<file path="src/design/owt_pkg.sv">
//======================================================================
// shared widths, types and encodings of the one-wire receiver
// a frame is command, data and crc, sent msb first as Manchester bits
// crc-8 starts from zero and has no final xor
// symbol counter width limits the half-bit time to about 60 cycles
//======================================================================
`default_nettype none

package owt_pkg;

    // field widths
    localparam int OWT_CMD_BITS   = 8;
    localparam int OWT_DATA_BITS  = 16;
    localparam int OWT_CRC_BITS   = 8;
    localparam int OWT_FRAME_BITS = OWT_CMD_BITS + OWT_DATA_BITS + OWT_CRC_BITS;

    // rising edges in the sync head
    localparam int OWT_SYNC_EDGES = 10;

    // edge interval counter width
    localparam int OWT_SYM_CNT_W  = 8;

    typedef logic [OWT_CMD_BITS-1:0]  owt_cmd_t;
    typedef logic [OWT_DATA_BITS-1:0] owt_data_t;
    typedef logic [OWT_CRC_BITS-1:0]  owt_crc_t;

    // x^8 + x^2 + x + 1
    localparam owt_crc_t OWT_CRC_POLY = 8'h07;

    typedef enum logic [1:0] {
        IDLE,
        SYNC_HEAD,
        SYNC_TAIL,
        BITS
    } owt_rx_state_e;

    // edge interval in units of the half-bit time
    typedef enum logic [1:0] {
        SYM_NONE,
        SYM_ONE,
        SYM_TWO,
        SYM_THREE
    } owt_symbol_e;

endpackage

`default_nettype wire

</file>
<file path="src/design/owt_symbol_decoder.sv">
//======================================================================
// line sync, symbol length learning and Manchester bit decoding
// learns the bit period from the sync head and needs T of 4 to 60 cycles
// a line edge gives its bit strobe 4 cycles later
// a stall in the sync head or tail drops back to idle without a report
// stays in BITS until the supervisor closes the frame
//======================================================================
`timescale 1ns/1ps
`default_nettype none

module owt_symbol_decoder
    import owt_pkg::*;
(
    input  logic i_clk,
    input  logic i_rst_n,
    input  logic i_owt_rx,
    input  logic i_frame_close,
    output logic o_frame_start,
    output logic o_bit_vld,
    output logic o_bit,
    output logic o_code_err
);

    localparam int W      = OWT_SYM_CNT_W;
    localparam int HEAD_W = $clog2(OWT_SYNC_EDGES + 1);
    localparam logic [W-1:0] CNT_MAX = {W{1'b1}};

    owt_rx_state_e     state_q;
    owt_symbol_e       sym;
    logic              sync1_q;
    logic              sync2_q;
    logic              sync3_q;
    logic              edge_q;
    logic              rise_q;
    logic [W-1:0]      cnt_q;
    logic [W-1:0]      iv_q;
    logic [W-1:0]      last_iv_q;
    logic [W-1:0]      avg_q;
    logic [HEAD_W-1:0] head_cnt_q;
    logic              first_q;
    logic              at_mid_q;
    logic [W:0]        sample;
    logic [W:0]        avg_sum;
    logic [W:0]        th_one;
    logic [W:0]        th_two;
    logic [W:0]        th_three;

    //==================================================================
    // synchronizer, edge register and interval counter
    //==================================================================
    always_ff @(posedge i_clk or negedge i_rst_n) begin
        if (!i_rst_n) begin
            sync1_q <= 1'b0;
            sync2_q <= 1'b0;
            sync3_q <= 1'b0;
            edge_q  <= 1'b0;
            rise_q  <= 1'b0;
            cnt_q   <= '0;
            iv_q    <= '0;
        end else begin
            sync1_q <= i_owt_rx;
            sync2_q <= sync1_q;
            sync3_q <= sync2_q;
            edge_q  <= sync2_q ^ sync3_q;
            rise_q  <= sync2_q;
            if (sync2_q ^ sync3_q) begin
                cnt_q <= W'(1);
                iv_q  <= cnt_q;
            end else if (cnt_q != CNT_MAX) begin
                cnt_q <= cnt_q + 1'b1;
            end
        end
    end

    // one rising-edge period is the high plus the low interval
    assign sample  = {1'b0, last_iv_q} + {1'b0, iv_q};
    assign avg_sum = {1'b0, avg_q} + sample;

    // bounds at 0.75, 1.25 and 1.75 of the learned period
    assign th_one   = {1'b0, avg_q} - {3'b000, avg_q[W-1:2]};
    assign th_two   = {1'b0, avg_q} + {3'b000, avg_q[W-1:2]};
    assign th_three = {avg_q, 1'b0} - {3'b000, avg_q[W-1:2]};

    always_comb begin
        if ({1'b0, iv_q} <= th_one) begin
            sym = SYM_ONE;
        end else if ({1'b0, iv_q} <= th_two) begin
            sym = SYM_TWO;
        end else if ({1'b0, iv_q} <= th_three) begin
            sym = SYM_THREE;
        end else begin
            sym = SYM_NONE;
        end
    end

    //==================================================================
    // frame FSM and bit classify register
    //==================================================================
    always_ff @(posedge i_clk or negedge i_rst_n) begin
        if (!i_rst_n) begin
            state_q       <= IDLE;
            head_cnt_q    <= '0;
            avg_q         <= '0;
            last_iv_q     <= '0;
            first_q       <= 1'b0;
            at_mid_q      <= 1'b0;
            o_frame_start <= 1'b0;
            o_bit_vld     <= 1'b0;
            o_bit         <= 1'b0;
            o_code_err    <= 1'b0;
        end else begin
            o_frame_start <= 1'b0;
            o_bit_vld     <= 1'b0;
            o_code_err    <= 1'b0;
            if (edge_q) begin
                last_iv_q <= iv_q;
            end
            if (i_frame_close) begin
                state_q <= IDLE;
            end else begin
                case (state_q)
                    IDLE: begin
                        // only a rising edge opens a frame
                        if (edge_q && rise_q) begin
                            state_q    <= SYNC_HEAD;
                            head_cnt_q <= HEAD_W'(1);
                        end
                    end
                    SYNC_HEAD: begin
                        if (cnt_q == CNT_MAX) begin
                            state_q <= IDLE;
                        end else if (edge_q && rise_q) begin
                            head_cnt_q <= head_cnt_q + 1'b1;
                            if (head_cnt_q == HEAD_W'(1)) begin
                                avg_q <= sample[W-1:0];
                            end else begin
                                avg_q <= avg_sum[W:1];
                            end
                            if (head_cnt_q == HEAD_W'(OWT_SYNC_EDGES - 1)) begin
                                state_q <= SYNC_TAIL;
                            end
                        end
                    end
                    SYNC_TAIL: begin
                        // tail ends on the falling edge after its 2T high
                        if (cnt_q == CNT_MAX) begin
                            state_q <= IDLE;
                        end else if (edge_q && !rise_q && sym == SYM_TWO) begin
                            state_q       <= BITS;
                            o_frame_start <= 1'b1;
                            first_q       <= 1'b1;
                            at_mid_q      <= 1'b0;
                        end
                    end
                    BITS: begin
                        if (edge_q) begin
                            first_q <= 1'b0;
                            if (first_q) begin
                                // 2T rise opens a one, 3T rise is the middle of a zero
                                if (rise_q && sym == SYM_TWO) begin
                                    at_mid_q <= 1'b0;
                                end else if (rise_q && sym == SYM_THREE) begin
                                    o_bit_vld <= 1'b1;
                                    o_bit     <= 1'b0;
                                    at_mid_q  <= 1'b1;
                                end else begin
                                    o_code_err <= 1'b1;
                                end
                            end else if (sym == SYM_ONE) begin
                                at_mid_q  <= !at_mid_q;
                                o_bit_vld <= !at_mid_q;
                                o_bit     <= !rise_q;
                            end else if (sym == SYM_TWO && at_mid_q) begin
                                o_bit_vld <= 1'b1;
                                o_bit     <= !rise_q;
                            end else begin
                                o_code_err <= 1'b1;
                            end
                        end
                    end
                    default: begin
                        state_q <= IDLE;
                    end
                endcase
            end
        end
    end

endmodule

`default_nettype wire

</file>
<file path="src/design/owt_field_parser.sv">
//======================================================================
// steers decoded bits into the command and data fields
// fields shift in msb first and hold their value until the next frame
// crc bits are counted here and checked in the crc block
// bits outside an open frame are dropped
//======================================================================
`timescale 1ns/1ps
`default_nettype none

module owt_field_parser
    import owt_pkg::*;
(
    input  logic      i_clk,
    input  logic      i_rst_n,
    input  logic      i_frame_start,
    input  logic      i_frame_close,
    input  logic      i_bit_vld,
    input  logic      i_bit,
    output owt_cmd_t  o_cmd,
    output owt_data_t o_data,
    output logic      o_fields_done
);

    localparam int CNT_W = $clog2(OWT_FRAME_BITS + 1);

    logic [CNT_W-1:0] bit_cnt_q;
    logic             active_q;
    logic             take;
    logic             last_bit;

    assign take     = active_q & i_bit_vld;
    assign last_bit = (bit_cnt_q == CNT_W'(OWT_FRAME_BITS - 1));

    //==================================================================
    // bit counter and completion strobe
    //==================================================================
    always_ff @(posedge i_clk or negedge i_rst_n) begin
        if (!i_rst_n) begin
            active_q      <= 1'b0;
            bit_cnt_q     <= '0;
            o_fields_done <= 1'b0;
        end else begin
            o_fields_done <= take & last_bit;
            if (i_frame_start) begin
                active_q  <= 1'b1;
                bit_cnt_q <= '0;
            end else if (i_frame_close) begin
                active_q <= 1'b0;
            end else if (take) begin
                bit_cnt_q <= bit_cnt_q + 1'b1;
                if (last_bit) begin
                    active_q <= 1'b0;
                end
            end
        end
    end

    //==================================================================
    // field shift registers
    //==================================================================
    always_ff @(posedge i_clk) begin
        if (take) begin
            if (bit_cnt_q < CNT_W'(OWT_CMD_BITS)) begin
                o_cmd <= {o_cmd[OWT_CMD_BITS-2:0], i_bit};
            end else if (bit_cnt_q < CNT_W'(OWT_CMD_BITS + OWT_DATA_BITS)) begin
                o_data <= {o_data[OWT_DATA_BITS-2:0], i_bit};
            end
        end
    end

endmodule

`default_nettype wire

</file>
<file path="src/design/owt_crc8_checker.sv">
//======================================================================
// serial crc-8 over command, data and the received crc
// a good frame leaves a zero remainder after its last bit
//======================================================================
`timescale 1ns/1ps
`default_nettype none

module owt_crc8_checker
    import owt_pkg::*;
(
    input  logic i_clk,
    input  logic i_rst_n,
    input  logic i_frame_start,
    input  logic i_bit_vld,
    input  logic i_bit,
    output logic o_crc_ok
);

    owt_crc_t crc_q;
    logic     fb;

    assign fb = crc_q[OWT_CRC_BITS-1] ^ i_bit;

    always_ff @(posedge i_clk or negedge i_rst_n) begin
        if (!i_rst_n) begin
            crc_q <= '0;
        end else if (i_frame_start) begin
            crc_q <= '0;
        end else if (i_bit_vld) begin
            crc_q <= {crc_q[OWT_CRC_BITS-2:0], 1'b0} ^ (fb ? OWT_CRC_POLY : '0);
        end
    end

    assign o_crc_ok = (crc_q == '0);

endmodule

`default_nettype wire

</file>
<file path="src/design/owt_link_supervisor.sv">
//======================================================================
// frame timeout, frame report and link error counter
// timeout runs from frame start and needs the bit field to fit inside
// code error or timeout gives done 2 cycles later with status 1
// com_err is high while the error count is at or above the threshold
//======================================================================
`timescale 1ns/1ps
`default_nettype none

module owt_link_supervisor #(
    parameter int RX_TMO_CYC = 4000,
    parameter int ERR_INIT   = 8,
    parameter int ERR_MAX    = 15,
    parameter int ERR_ADD    = 4,
    parameter int ERR_SUB    = 1,
    parameter int ERR_THRESH = 4
) (
    input  logic i_clk,
    input  logic i_rst_n,
    input  logic i_frame_start,
    input  logic i_fields_done,
    input  logic i_crc_ok,
    input  logic i_code_err,
    output logic o_frame_close,
    output logic o_rx_done,
    output logic o_rx_status,
    output logic o_com_err
);

    localparam int TMO_W = $clog2(RX_TMO_CYC + 1);
    localparam int ERR_W = $clog2(ERR_MAX + 1);

    logic             active_q;
    logic [TMO_W-1:0] tmo_cnt_q;
    logic             tmo_hit;
    logic             abort_q;
    logic             frame_end;
    logic             frame_bad;
    logic [ERR_W-1:0] err_cnt_q;
    logic [ERR_W-1:0] err_cnt_nxt;
    logic [ERR_W:0]   err_sum;

    assign tmo_hit   = active_q & (tmo_cnt_q == TMO_W'(RX_TMO_CYC - 1));
    assign frame_end = active_q & (i_fields_done | abort_q);
    assign frame_bad = abort_q | ~i_crc_ok;
    assign err_sum   = {1'b0, err_cnt_q} + (ERR_W + 1)'(ERR_ADD);

    // saturating up on a bad frame, floored down on a good one
    always_comb begin
        err_cnt_nxt = err_cnt_q;
        if (frame_end && frame_bad) begin
            if (err_sum >= (ERR_W + 1)'(ERR_MAX)) begin
                err_cnt_nxt = ERR_W'(ERR_MAX);
            end else begin
                err_cnt_nxt = err_sum[ERR_W-1:0];
            end
        end else if (frame_end) begin
            if (err_cnt_q <= ERR_W'(ERR_SUB)) begin
                err_cnt_nxt = '0;
            end else begin
                err_cnt_nxt = err_cnt_q - ERR_W'(ERR_SUB);
            end
        end
    end

    always_ff @(posedge i_clk or negedge i_rst_n) begin
        if (!i_rst_n) begin
            active_q      <= 1'b0;
            tmo_cnt_q     <= '0;
            abort_q       <= 1'b0;
            o_frame_close <= 1'b0;
            o_rx_done     <= 1'b0;
            o_rx_status   <= 1'b0;
            err_cnt_q     <= ERR_W'(ERR_INIT);
            o_com_err     <= (ERR_INIT >= ERR_THRESH);
        end else begin
            abort_q       <= tmo_hit | (active_q & i_code_err);
            o_frame_close <= frame_end;
            o_rx_done     <= frame_end;
            o_rx_status   <= frame_end & frame_bad;
            err_cnt_q     <= err_cnt_nxt;
            o_com_err     <= (err_cnt_nxt >= ERR_W'(ERR_THRESH));
            if (i_frame_start) begin
                active_q  <= 1'b1;
                tmo_cnt_q <= '0;
            end else if (frame_end) begin
                active_q <= 1'b0;
            end else if (active_q) begin
                tmo_cnt_q <= tmo_cnt_q + 1'b1;
            end
        end
    end

endmodule

`default_nettype wire

</file>
<file path="src/design/owt_rx_top.sv">
//======================================================================
// one-wire receiver top level
// done follows the line edge of the last bit by 6 cycles
// command and data hold the last received values until the next frame
// one frame at a time with no back-pressure
//======================================================================
`timescale 1ns/1ps
`default_nettype none

module owt_rx_top
    import owt_pkg::*;
#(
    parameter int RX_TMO_CYC = 4000,
    parameter int ERR_INIT   = 8,
    parameter int ERR_MAX    = 15,
    parameter int ERR_ADD    = 4,
    parameter int ERR_SUB    = 1,
    parameter int ERR_THRESH = 4
) (
    input  logic      i_clk,
    input  logic      i_rst_n,
    input  logic      i_owt_rx,
    output logic      o_rx_done,
    output logic      o_rx_status,
    output owt_cmd_t  o_rx_cmd,
    output owt_data_t o_rx_data,
    output logic      o_com_err
);

    logic frame_start;
    logic frame_close;
    logic bit_vld;
    logic rx_bit;
    logic code_err;
    logic fields_done;
    logic crc_ok;

    owt_symbol_decoder u_decoder (
        .i_clk         (i_clk),
        .i_rst_n       (i_rst_n),
        .i_owt_rx      (i_owt_rx),
        .i_frame_close (frame_close),
        .o_frame_start (frame_start),
        .o_bit_vld     (bit_vld),
        .o_bit         (rx_bit),
        .o_code_err    (code_err)
    );

    owt_field_parser u_parser (
        .i_clk         (i_clk),
        .i_rst_n       (i_rst_n),
        .i_frame_start (frame_start),
        .i_frame_close (frame_close),
        .i_bit_vld     (bit_vld),
        .i_bit         (rx_bit),
        .o_cmd         (o_rx_cmd),
        .o_data        (o_rx_data),
        .o_fields_done (fields_done)
    );

    owt_crc8_checker u_crc (
        .i_clk         (i_clk),
        .i_rst_n       (i_rst_n),
        .i_frame_start (frame_start),
        .i_bit_vld     (bit_vld),
        .i_bit         (rx_bit),
        .o_crc_ok      (crc_ok)
    );

    owt_link_supervisor #(
        .RX_TMO_CYC (RX_TMO_CYC),
        .ERR_INIT   (ERR_INIT),
        .ERR_MAX    (ERR_MAX),
        .ERR_ADD    (ERR_ADD),
        .ERR_SUB    (ERR_SUB),
        .ERR_THRESH (ERR_THRESH)
    ) u_supervisor (
        .i_clk         (i_clk),
        .i_rst_n       (i_rst_n),
        .i_frame_start (frame_start),
        .i_fields_done (fields_done),
        .i_crc_ok      (crc_ok),
        .i_code_err    (code_err),
        .o_frame_close (frame_close),
        .o_rx_done     (o_rx_done),
        .o_rx_status   (o_rx_status),
        .o_com_err     (o_com_err)
    );

endmodule

`default_nettype wire

</file>
<file path="config.mk">
export PLATFORM = sky130hd
export DESIGN_NAME = owt_rx_top
export DESIGN_NICKNAME = d
export VERILOG_FILES = /design/src/design/owt_pkg.sv /design/src/design/owt_symbol_decoder.sv /design/src/design/owt_field_parser.sv /design/src/design/owt_crc8_checker.sv /design/src/design/owt_link_supervisor.sv /design/src/design/owt_rx_top.sv
export SDC_FILE = /design/constraint.sdc
export NUM_CORES = 1
export LEC_CHECK = 0
export BUFFER_PORTS_ARGS = -buffer_cell sky130_fd_sc_hd__buf_2
export CELL_PAD_IN_SITES_DETAIL_PLACEMENT = 0
export CELL_PAD_IN_SITES_GLOBAL_PLACEMENT = 1
export CORE_MARGIN = 2
export CORE_UTILIZATION = 49
export DETAILED_ROUTE_END_ITERATION = 16
export HOLD_SLACK_MARGIN = 0.05
export PLACE_DENSITY_LB_ADDON = 0.1
export SETUP_SLACK_MARGIN = 0.2
export SLEW_MARGIN = 40
export SYNTH_ARGS = -nofsm -noshare
export SYNTH_HDL_FRONTEND = slang
export SYNTH_SLANG_ARGS = --single-unit
</file>
<file path="constraint.sdc">
create_clock -name i_clk -period 4.11 [get_ports i_clk]
set_clock_uncertainty 0.1 [all_clocks]
set_input_delay 0 -clock i_clk [delete_from_list [all_inputs] [get_ports i_clk]]
set_output_delay 0 -clock i_clk [all_outputs]
set_load 0.1 [all_outputs]
</file>
== Word level (Yosys, flattened, before mapping) ==
Index checks and enable logic that the tools add are counted.
Storage, ports and cells
  latch bits: 0
  input port bits: 3
  word-level logic and storage cells: 199
  memories kept: 0
  output and inout bits: 27
  ROM bits: 0
  RAM bits: 0
  flip-flop bits (word level): 109
Cells by class
  eq/ne operators: 28
  mux-type cells: 74
  div/mod/pow operators: 0
  reductions and logical operators: 33
  add/subtract/negate cells: 11
  bitwise gates (word level): 16
  magnitude comparators: 8
  shift operators: 0
  multipliers: 0
Operator list (count)
  1-bit two-way mux: 41
  8-bit two-way mux: 5
  12-bit two-way mux: 3
  4-bit two-way mux: 7
  8-bit by 9-bit <= comparator with 1-bit output: 3
  2-bit two-way mux: 10
  6-bit two-way mux: 3
  5-bit AND reduction: 3
  2-bit nonzero test: 7
  12-bit by 1-bit adder with 12-bit output, second input constant: 1
  12-bit == test, second input constant: 1
  2-bit inequality test, second input constant: 6
  4-bit by 1-bit inequality test with 1-bit output, second input constant: 3
  8-bit by 6-bit adder with 9-bit output: 1
  8-bit by 8-bit adder with 9-bit output: 1
  8-bit by 9-bit adder with 9-bit output: 1
  3-bit nonzero test: 3
  8-bit by 6-bit subtractor with 9-bit output: 1
  9-bit by 6-bit subtractor with 9-bit output: 1
  8-bit by 1-bit adder with 8-bit output, second input constant: 1
  2-bit == test, second input constant: 4
  8-bit == test, second input constant: 1
  8-bit zero test: 1
  2-bit by 1-bit inequality test with 1-bit output, second input constant: 4
  34 further kinds: 58

== Longest topological paths before layout ==
  depth in word-level cells: 13
  mapped depth: 17
  depth with buffers taken out: 17

== Modules after synthesis ==
A second synthesis with hierarchy kept.
Second synthesis, totals
  cell total of the unflattened synthesis: 666
  area, all modules: 6780.3 sq um
Modules (own cells, without submodules)
  owt_symbol_decoder: cells each 454, area an instance 4119.0 sq um, seq. area each 1201.2 sq um, times used 1
  owt_link_supervisor: cells each 115, area an instance 1169.9 sq um, seq. area each 528.0 sq um, times used 1
  owt_field_parser: cells each 62, area an instance 1112.3 sq um, seq. area each 920.9 sq um, times used 1
  owt_crc8_checker: cells each 35, area an instance 379.1 sq um, seq. area each 200.2 sq um, times used 1

== Least setup slack after synthesis ==
Ideal clock, no wire load.
  kind: register to register
  from: register u_decoder.avg_q[0]
  to: register u_decoder.state_q[1]
  library setup time: 0.125 ns
  stages on the path, launching flop included: 17
  arrival time: 3.567 ns
  path buffers: 0
  path slack: 0.319 ns
  period minus slack after synthesis: 3.791 ns
  data required time: 3.885 ns
  cell sequence: dfrtp_1 inv_1 ha_1 fa_1 nor2b_1 o31a_1 o21a_1 nor2_1 xnor2_1 ha_1 nand4_1 a21oi_1 o41ai_1 nor2_1 and3_1 o21ai_2 mux2_2
Between the ends
  longest elaborated chain between the ends: 9
  elaborated cells on any way between the ends: 13
  those cells by class: 3 x add/sub; 3 x order compare; 2 x eq/ne; 3 x mux; 2 x reduce/logical
Ends and longest elaborated chain
  start: declaration: line owt_symbol_decoder.sv:38  | logic [W-1:0] avg_q;
  start signal: assignment: line owt_symbol_decoder.sv:135  | avg_q <= sample[W-1:0];
  start signal: assignment: line owt_symbol_decoder.sv:137  | avg_q <= avg_sum[W:1];
  9-bit by 6-bit subtractor with 9-bit output: line owt_symbol_decoder.sv:82  | assign th_three = {avg_q, 1'b0} - {3'b000, avg_q[W-1:2]};
  8-bit by 9-bit <= comparator with 1-bit output: line owt_symbol_decoder.sv:89  | end else if ({1'b0, iv_q} <= th_three) begin
  2-bit two-way mux: line owt_symbol_decoder.sv:89
  2-bit two-way mux: line owt_symbol_decoder.sv:87  | end else if ({1'b0, iv_q} <= th_two) begin
  2-bit two-way mux *: line owt_symbol_decoder.sv:85  | if ({1'b0, iv_q} <= th_one) begin
  2-bit == test *: line owt_symbol_decoder.sv:148  | end else if (edge_q && !rise_q && sym == SYM_TWO) begin
  1-bit logical AND *: line owt_symbol_decoder.sv:148
  4-bit by 1-bit inequality test with 1-bit output (no line) *
  5-bit AND reduction (no line) *
  end signal: assignment: line owt_symbol_decoder.sv:140  | state_q <= SYNC_TAIL;
  end signal: assignment: line owt_symbol_decoder.sv:147  | state_q <= IDLE;
  end signal: assignment: line owt_symbol_decoder.sv:149  | state_q <= BITS;
  end: declaration: line owt_symbol_decoder.sv:28  | owt_rx_state_e state_q;
Mark *: on every way between the ends. The rest lies on a longest branch, timed or not.
A chain may end at the register's enable or synchronous reset.

== Worst setup path after layout ==
  from: register u_decoder.avg_q[0]
  to: register u_decoder.o_bit
Between the ends
  longest elaborated chain between the ends: 9
  elaborated cells on any way between the ends: 21
  those cells by class: 3 x add/sub; 3 x order compare; 5 x eq/ne; 5 x mux; 5 x reduce/logical
Ends and longest elaborated chain
  9-bit by 6-bit subtractor with 9-bit output: line owt_symbol_decoder.sv:82
  8-bit by 9-bit <= comparator with 1-bit output: line owt_symbol_decoder.sv:89
  2-bit two-way mux: line owt_symbol_decoder.sv:89
  2-bit two-way mux: line owt_symbol_decoder.sv:87
  2-bit two-way mux *: line owt_symbol_decoder.sv:85
  2-bit == test, on equally long branches: line owt_symbol_decoder.sv:160, owt_symbol_decoder.sv:173, owt_symbol_decoder.sv:162
  1-bit logical AND, on equally long branches: line owt_symbol_decoder.sv:160, owt_symbol_decoder.sv:162, owt_symbol_decoder.sv:173
  2-bit inequality test (no line) or 3-bit nonzero test (tied branches)
  6-bit AND reduction (no line)
  end signal: assignment: line owt_symbol_decoder.sv:172  | o_bit <= !rise_q;
  end signal: assignment: line owt_symbol_decoder.sv:175  | o_bit <= !rise_q;
  end: declaration: line owt_symbol_decoder.sv:20  | output logic o_bit,
Marks and branches as above.

==> results.env <==
CAP_VIOLATIONS=0
AREA_LEADER_NETLIST='dfrtp_1'
DETAIL_ROUTE.DRC_VIOLATIONS=0
SYNTHTOLAYOUTAREAGROWTH_PCT=13.9
LARGEST_NET_DEGREE_AT_THE_START_OF_GLOBAL_ROUTING=52
DIE_AREA_UM2=14700
PLACED_CELLS_INCL_TAPS=877
ASYNC_S_R_FF_SHARE_SYNTH=0.780
CLKLATENCYLATEPIN_NS=0.36
SYNTH.YOSYS.WARNINGS=0
FIRST_GLOBAL_VIAS=4884
GLOBAL_ROUTE.OVERFLOW_TOTAL=0
DRT_ITER0_DRC=302
YOSYSTOPAREACELLSHARE=0.307
TIMING.FMAX_GHz=0.259
CTS_HTREE_LEVELS=3
POSTROUTEANTENNANETS=0
CRITPATHCAPTURETYPE='flip-flop'
NUMBER_OF_VIAS_IN_THE_ROUTED_LAYOUT=5044
IRDROPWORSTVDD_mV=0.409
NUMBER_OF_FLOPS_MAPPED_TO_ENABLE_CELLS_BY_YOSYS=24
NUM_ROWS=42
INITIAL_UTILIZATION=0.506
POST-LAYOUT-TOTAL-POWER_mW=4.78
POWER_DENSITY_nW_PER_UM2=621
DRT-PASS1-ITER-COUNT=4
PLACE_WS_NS=0.162
IO_BUFFER_COUNT=29
HP-CLASS='primary input to asynchronous set/reset pin'
ROUTE.FINAL.WIRE_LENGTH_MM=14.5
SLEW-LIMIT-HEADROOM=0.487
POST_SYNTHESIS_CELL_TYPE_COUNT=62
GLOBAL_ROUTE_WIRE_LENGTH_BEFORE_REPAIR_MM=24.0
POST-ROUTE-MIN-PERIOD_NS=3.87
DIE-HEIGHT_UM=121
TIMING_MAX_TRANSITION_VIOLATIONS_FINAL=0
SETUP-TNS-FINAL_NS=0
SYNTHESIS.AREA_PER_INSTANCE_UM2=9.98
YS_SEQ_AREA_FRAC=0.422
REQUIRED_TIME_REPORTED_FOR_THE_CRITICAL_PATH_ENDPOINT_NS=4.26
FIN_CRIT_SH=0.940
FINAL_NETS=800
FINALNONFILLERCELLS=901
DRT-WIRELENGTH-PER-CELL_UM=16.1
NUMBER_OF_CELLS_TRAVERSED_BY_THE_WORST_REGISTER_TO_REGISTER_PATH=14
FINAL_LAYOUT_SIZE_SUFFIX_GT1_FRAC=0.170
ANTENNA_FOUND_INITIAL=0
MULTI_INPUT_AREA_UM2=3870
CORE_REGION_AREA_UM2=13300
STATUS='complete, no violations'
CTS_BUFS_INSERTED=9
SEQCELLAREA_UM2=2850
ANTENNA-DIODE-COUNT=0
NUMBER_OF_SINKS_ON_THE_CLOCK_NET=109
FINAL_CRITICAL_PATH_SETUP_SLACK_NS=0.245
FLOORPLAN.IO_PINS=30
SYNTHESIZED_NETLIST_CELL_COUNT=677
DIE_WIDTH_UM=121
DETAILED_PLACE_HPWL_MM=10.6
SETUP.WORST_PATH.CLASS='flip-flop to flip-flop'
YS_FF_LATCH=109
ROUTED_VIA_DENSITY=5.60
CP.ARRIVAL_NS=4.02
CTS_TREE='built'
POSTSYNTH.TOPFLOPCELL='dfrtp_1'
SYNTH.TOP_CELLS.BY_AREA='dfrtp_1 (31%), ha_1 (13%), edfxtp_1 (11%)'
PATH_MAX_FANOUT=6
POWER_LEAKAGE_nW=3.48
FINALSETUPVIOLATIONS=0
AREA_OF_THE_MAPPED_NETLIST_UM2=6760
FINAL_REPORT_HOLD_VIOLATION_COUNT=0
GLOBALROUTETOTALUTIL=0.208
SYNTH_FP_NETS=757
RSZ_0062_RAISED_AFTER_GLOBAL_ROUTING='yes'
GLOBALPLACE.CONGESTION=0.904
CLK_PIN_SLEW_NS=0.07
CLOCK-ROOT-BUFFER='clkbuf_16'
TIGHTESTPINTRANSITION_NS=0.769
FILLERS=1212
TIMING.CRITICAL_PATH.FROM_TYPE='flip-flop'
CLOCKBUFFERDEPTH=2
==> path summary, 6_finish.rpt <==
| path | to | slack, ns | start |
|---|---|---|---|
| min in group i_clk | u_decoder.sync1_q$_DFF_PN0_ | 0.18 | i_owt_rx |
| max in group asynchronous | u_decoder.o_frame_start$_DFF_PN0_ | 2.81 | i_rst_n |
| max | u_decoder.o_bit$_DFFE_PN0P_ | 0.24 | u_decoder.avg_q[0]$_DFFE_PN0P_ |
| min | u_decoder.avg_q[2]$_DFFE_PN0P_ | 0.05 | i_rst_n |
| min reg2reg | u_decoder.sync2_q$_DFF_PN0_ | 0.26 | u_decoder.sync1_q$_DFF_PN0_ |
| max reg2reg | u_decoder.o_bit$_DFFE_PN0P_ | 0.24 | u_decoder.avg_q[0]$_DFFE_PN0P_ |
==> flip-flops by register name (all words and copies together), names as in the netlist, 2 cells and up <==
register	count
u_parser.bit_cnt_q	6
u_decoder.last_iv_q	8
u_decoder.cnt_q	8
u_supervisor.tmo_cnt_q	12
u_parser.o_data	16
u_decoder.iv_q	8
u_decoder.avg_q	8
u_crc.crc_q	8
u_decoder.head_cnt_q	4
u_supervisor.err_cnt_q	4
u_parser.o_cmd	8
u_decoder.state_q	2
==> Yosys cell counts, types with 10 or more instances <==
cell,number
a211oi_1,10
mux2i_1,12
edfxtp_1,24
nand2_1,60
ha_1,72
nor2_1,69
clkbuf_1,12
mux2_2,11
inv_1,35
xnor2_1,30
nand3_1,13
a21oi_1,36
nand4_1,18
o21ai_0,34
dfrtp_1,83
nor3_1,15
xor2_1,20
==> metrics by stage <==
stage / hold slack [ns] / cell area, um2 / util
4_1_cts: 0.0651 / 7510 / 0.562
3_5_place_dp: -0.0934 / 7150 / 0.536
5_1_grt: 0.0821 / 7700 / 0.577
3_3_place_gp: -0.102 / 7130 / 0.534
2_1_floorplan: -0.396 / 6760 / -
6_report: 0.0508 / 7700 / 0.577
==> layer usage <==
metal	vias to the layer above	wire length, um	share of wire	GRT usage
met3	9	447	0.031	0.0390
met1	2470	6780	0.47	0.278
li1	2499	-	-	-
met5	-	0	0	0
met2	66	7150	0.49	0.347
met4	0	139	0.0096	0.0553
==> logic make-up after synthesis <==
family                     after synthesis  share of synthesized area
xor gates and xnor gates                50                     0.0648
and+or+nand+nor                        225                      0.160
DFF                                    109                      0.422
buffers and inverters                   53                     0.0341
AOI/OAI and AO/OA                      140                      0.135
adders and majority gates               77                      0.148
muxes                                   23                     0.0361
==> timing repair <==
action,4_1_cts,5_1_grt
hold endpoints to repair,35,0
hold buffers,2,0
resized for setup,5,38
pin swaps,0,17
buffers inserted,0,6
setup endpoints to repair,3,6
==> final cells by class <==
| cell class | count | share of cell area |
|---|---|---|
| inverters | 35 | 0.0171 |
| clock buffers | 12 | 0.0325 |
| flip-flops and latches | 109 | 0.371 |
| repair buffers | 50 | 0.0408 |
| clock inverters | 4 | 0.00748 |
| well taps | 176 | 0.0286 |
| multi-input cells | 515 | 0.503 |
==> where the power goes <==
group / leakage [nW] / internal, mW / switching, mW / total [mW]
clock: 0.148 / 0.502 / 0.395 / 0.897
sequential: 1.33 / 1.24 / 0.176 / 1.42
combinational: 2.00 / 1.12 / 1.34 / 2.47
==> layout by cell type (no fill, tap or decap), drive strengths merged, types with 10 or more instances in the layout <==
master	count
dfrtp	83
ha	72
nor2	69
nand2	60
buf	48
o21ai	37
a21oi	36
inv	36
xnor2	30
edfxtp	24
xor2	20
nand4	18
nor3	15
nand3	13
mux2i	12
clkbuf	12
mux2	11
a211oi	10
==> critical path: stages, from the launching register on <==
cell and delay, ns:
dfrtp_2 0.47, ha_4 0.19, fa_2 0.34, nor2b_1 0.15, nor2_1 0.08, o21bai_1 0.08, xnor2_1 0.15, ha_1 0.33
a211oi_2 0.30, nor2_2 0.09, o41ai_4 0.47, or2_4 0.22, a2111oi_4 0.08, or4_4 0.50, a32o_1 0.22
(Power assumes the default switching activity.)
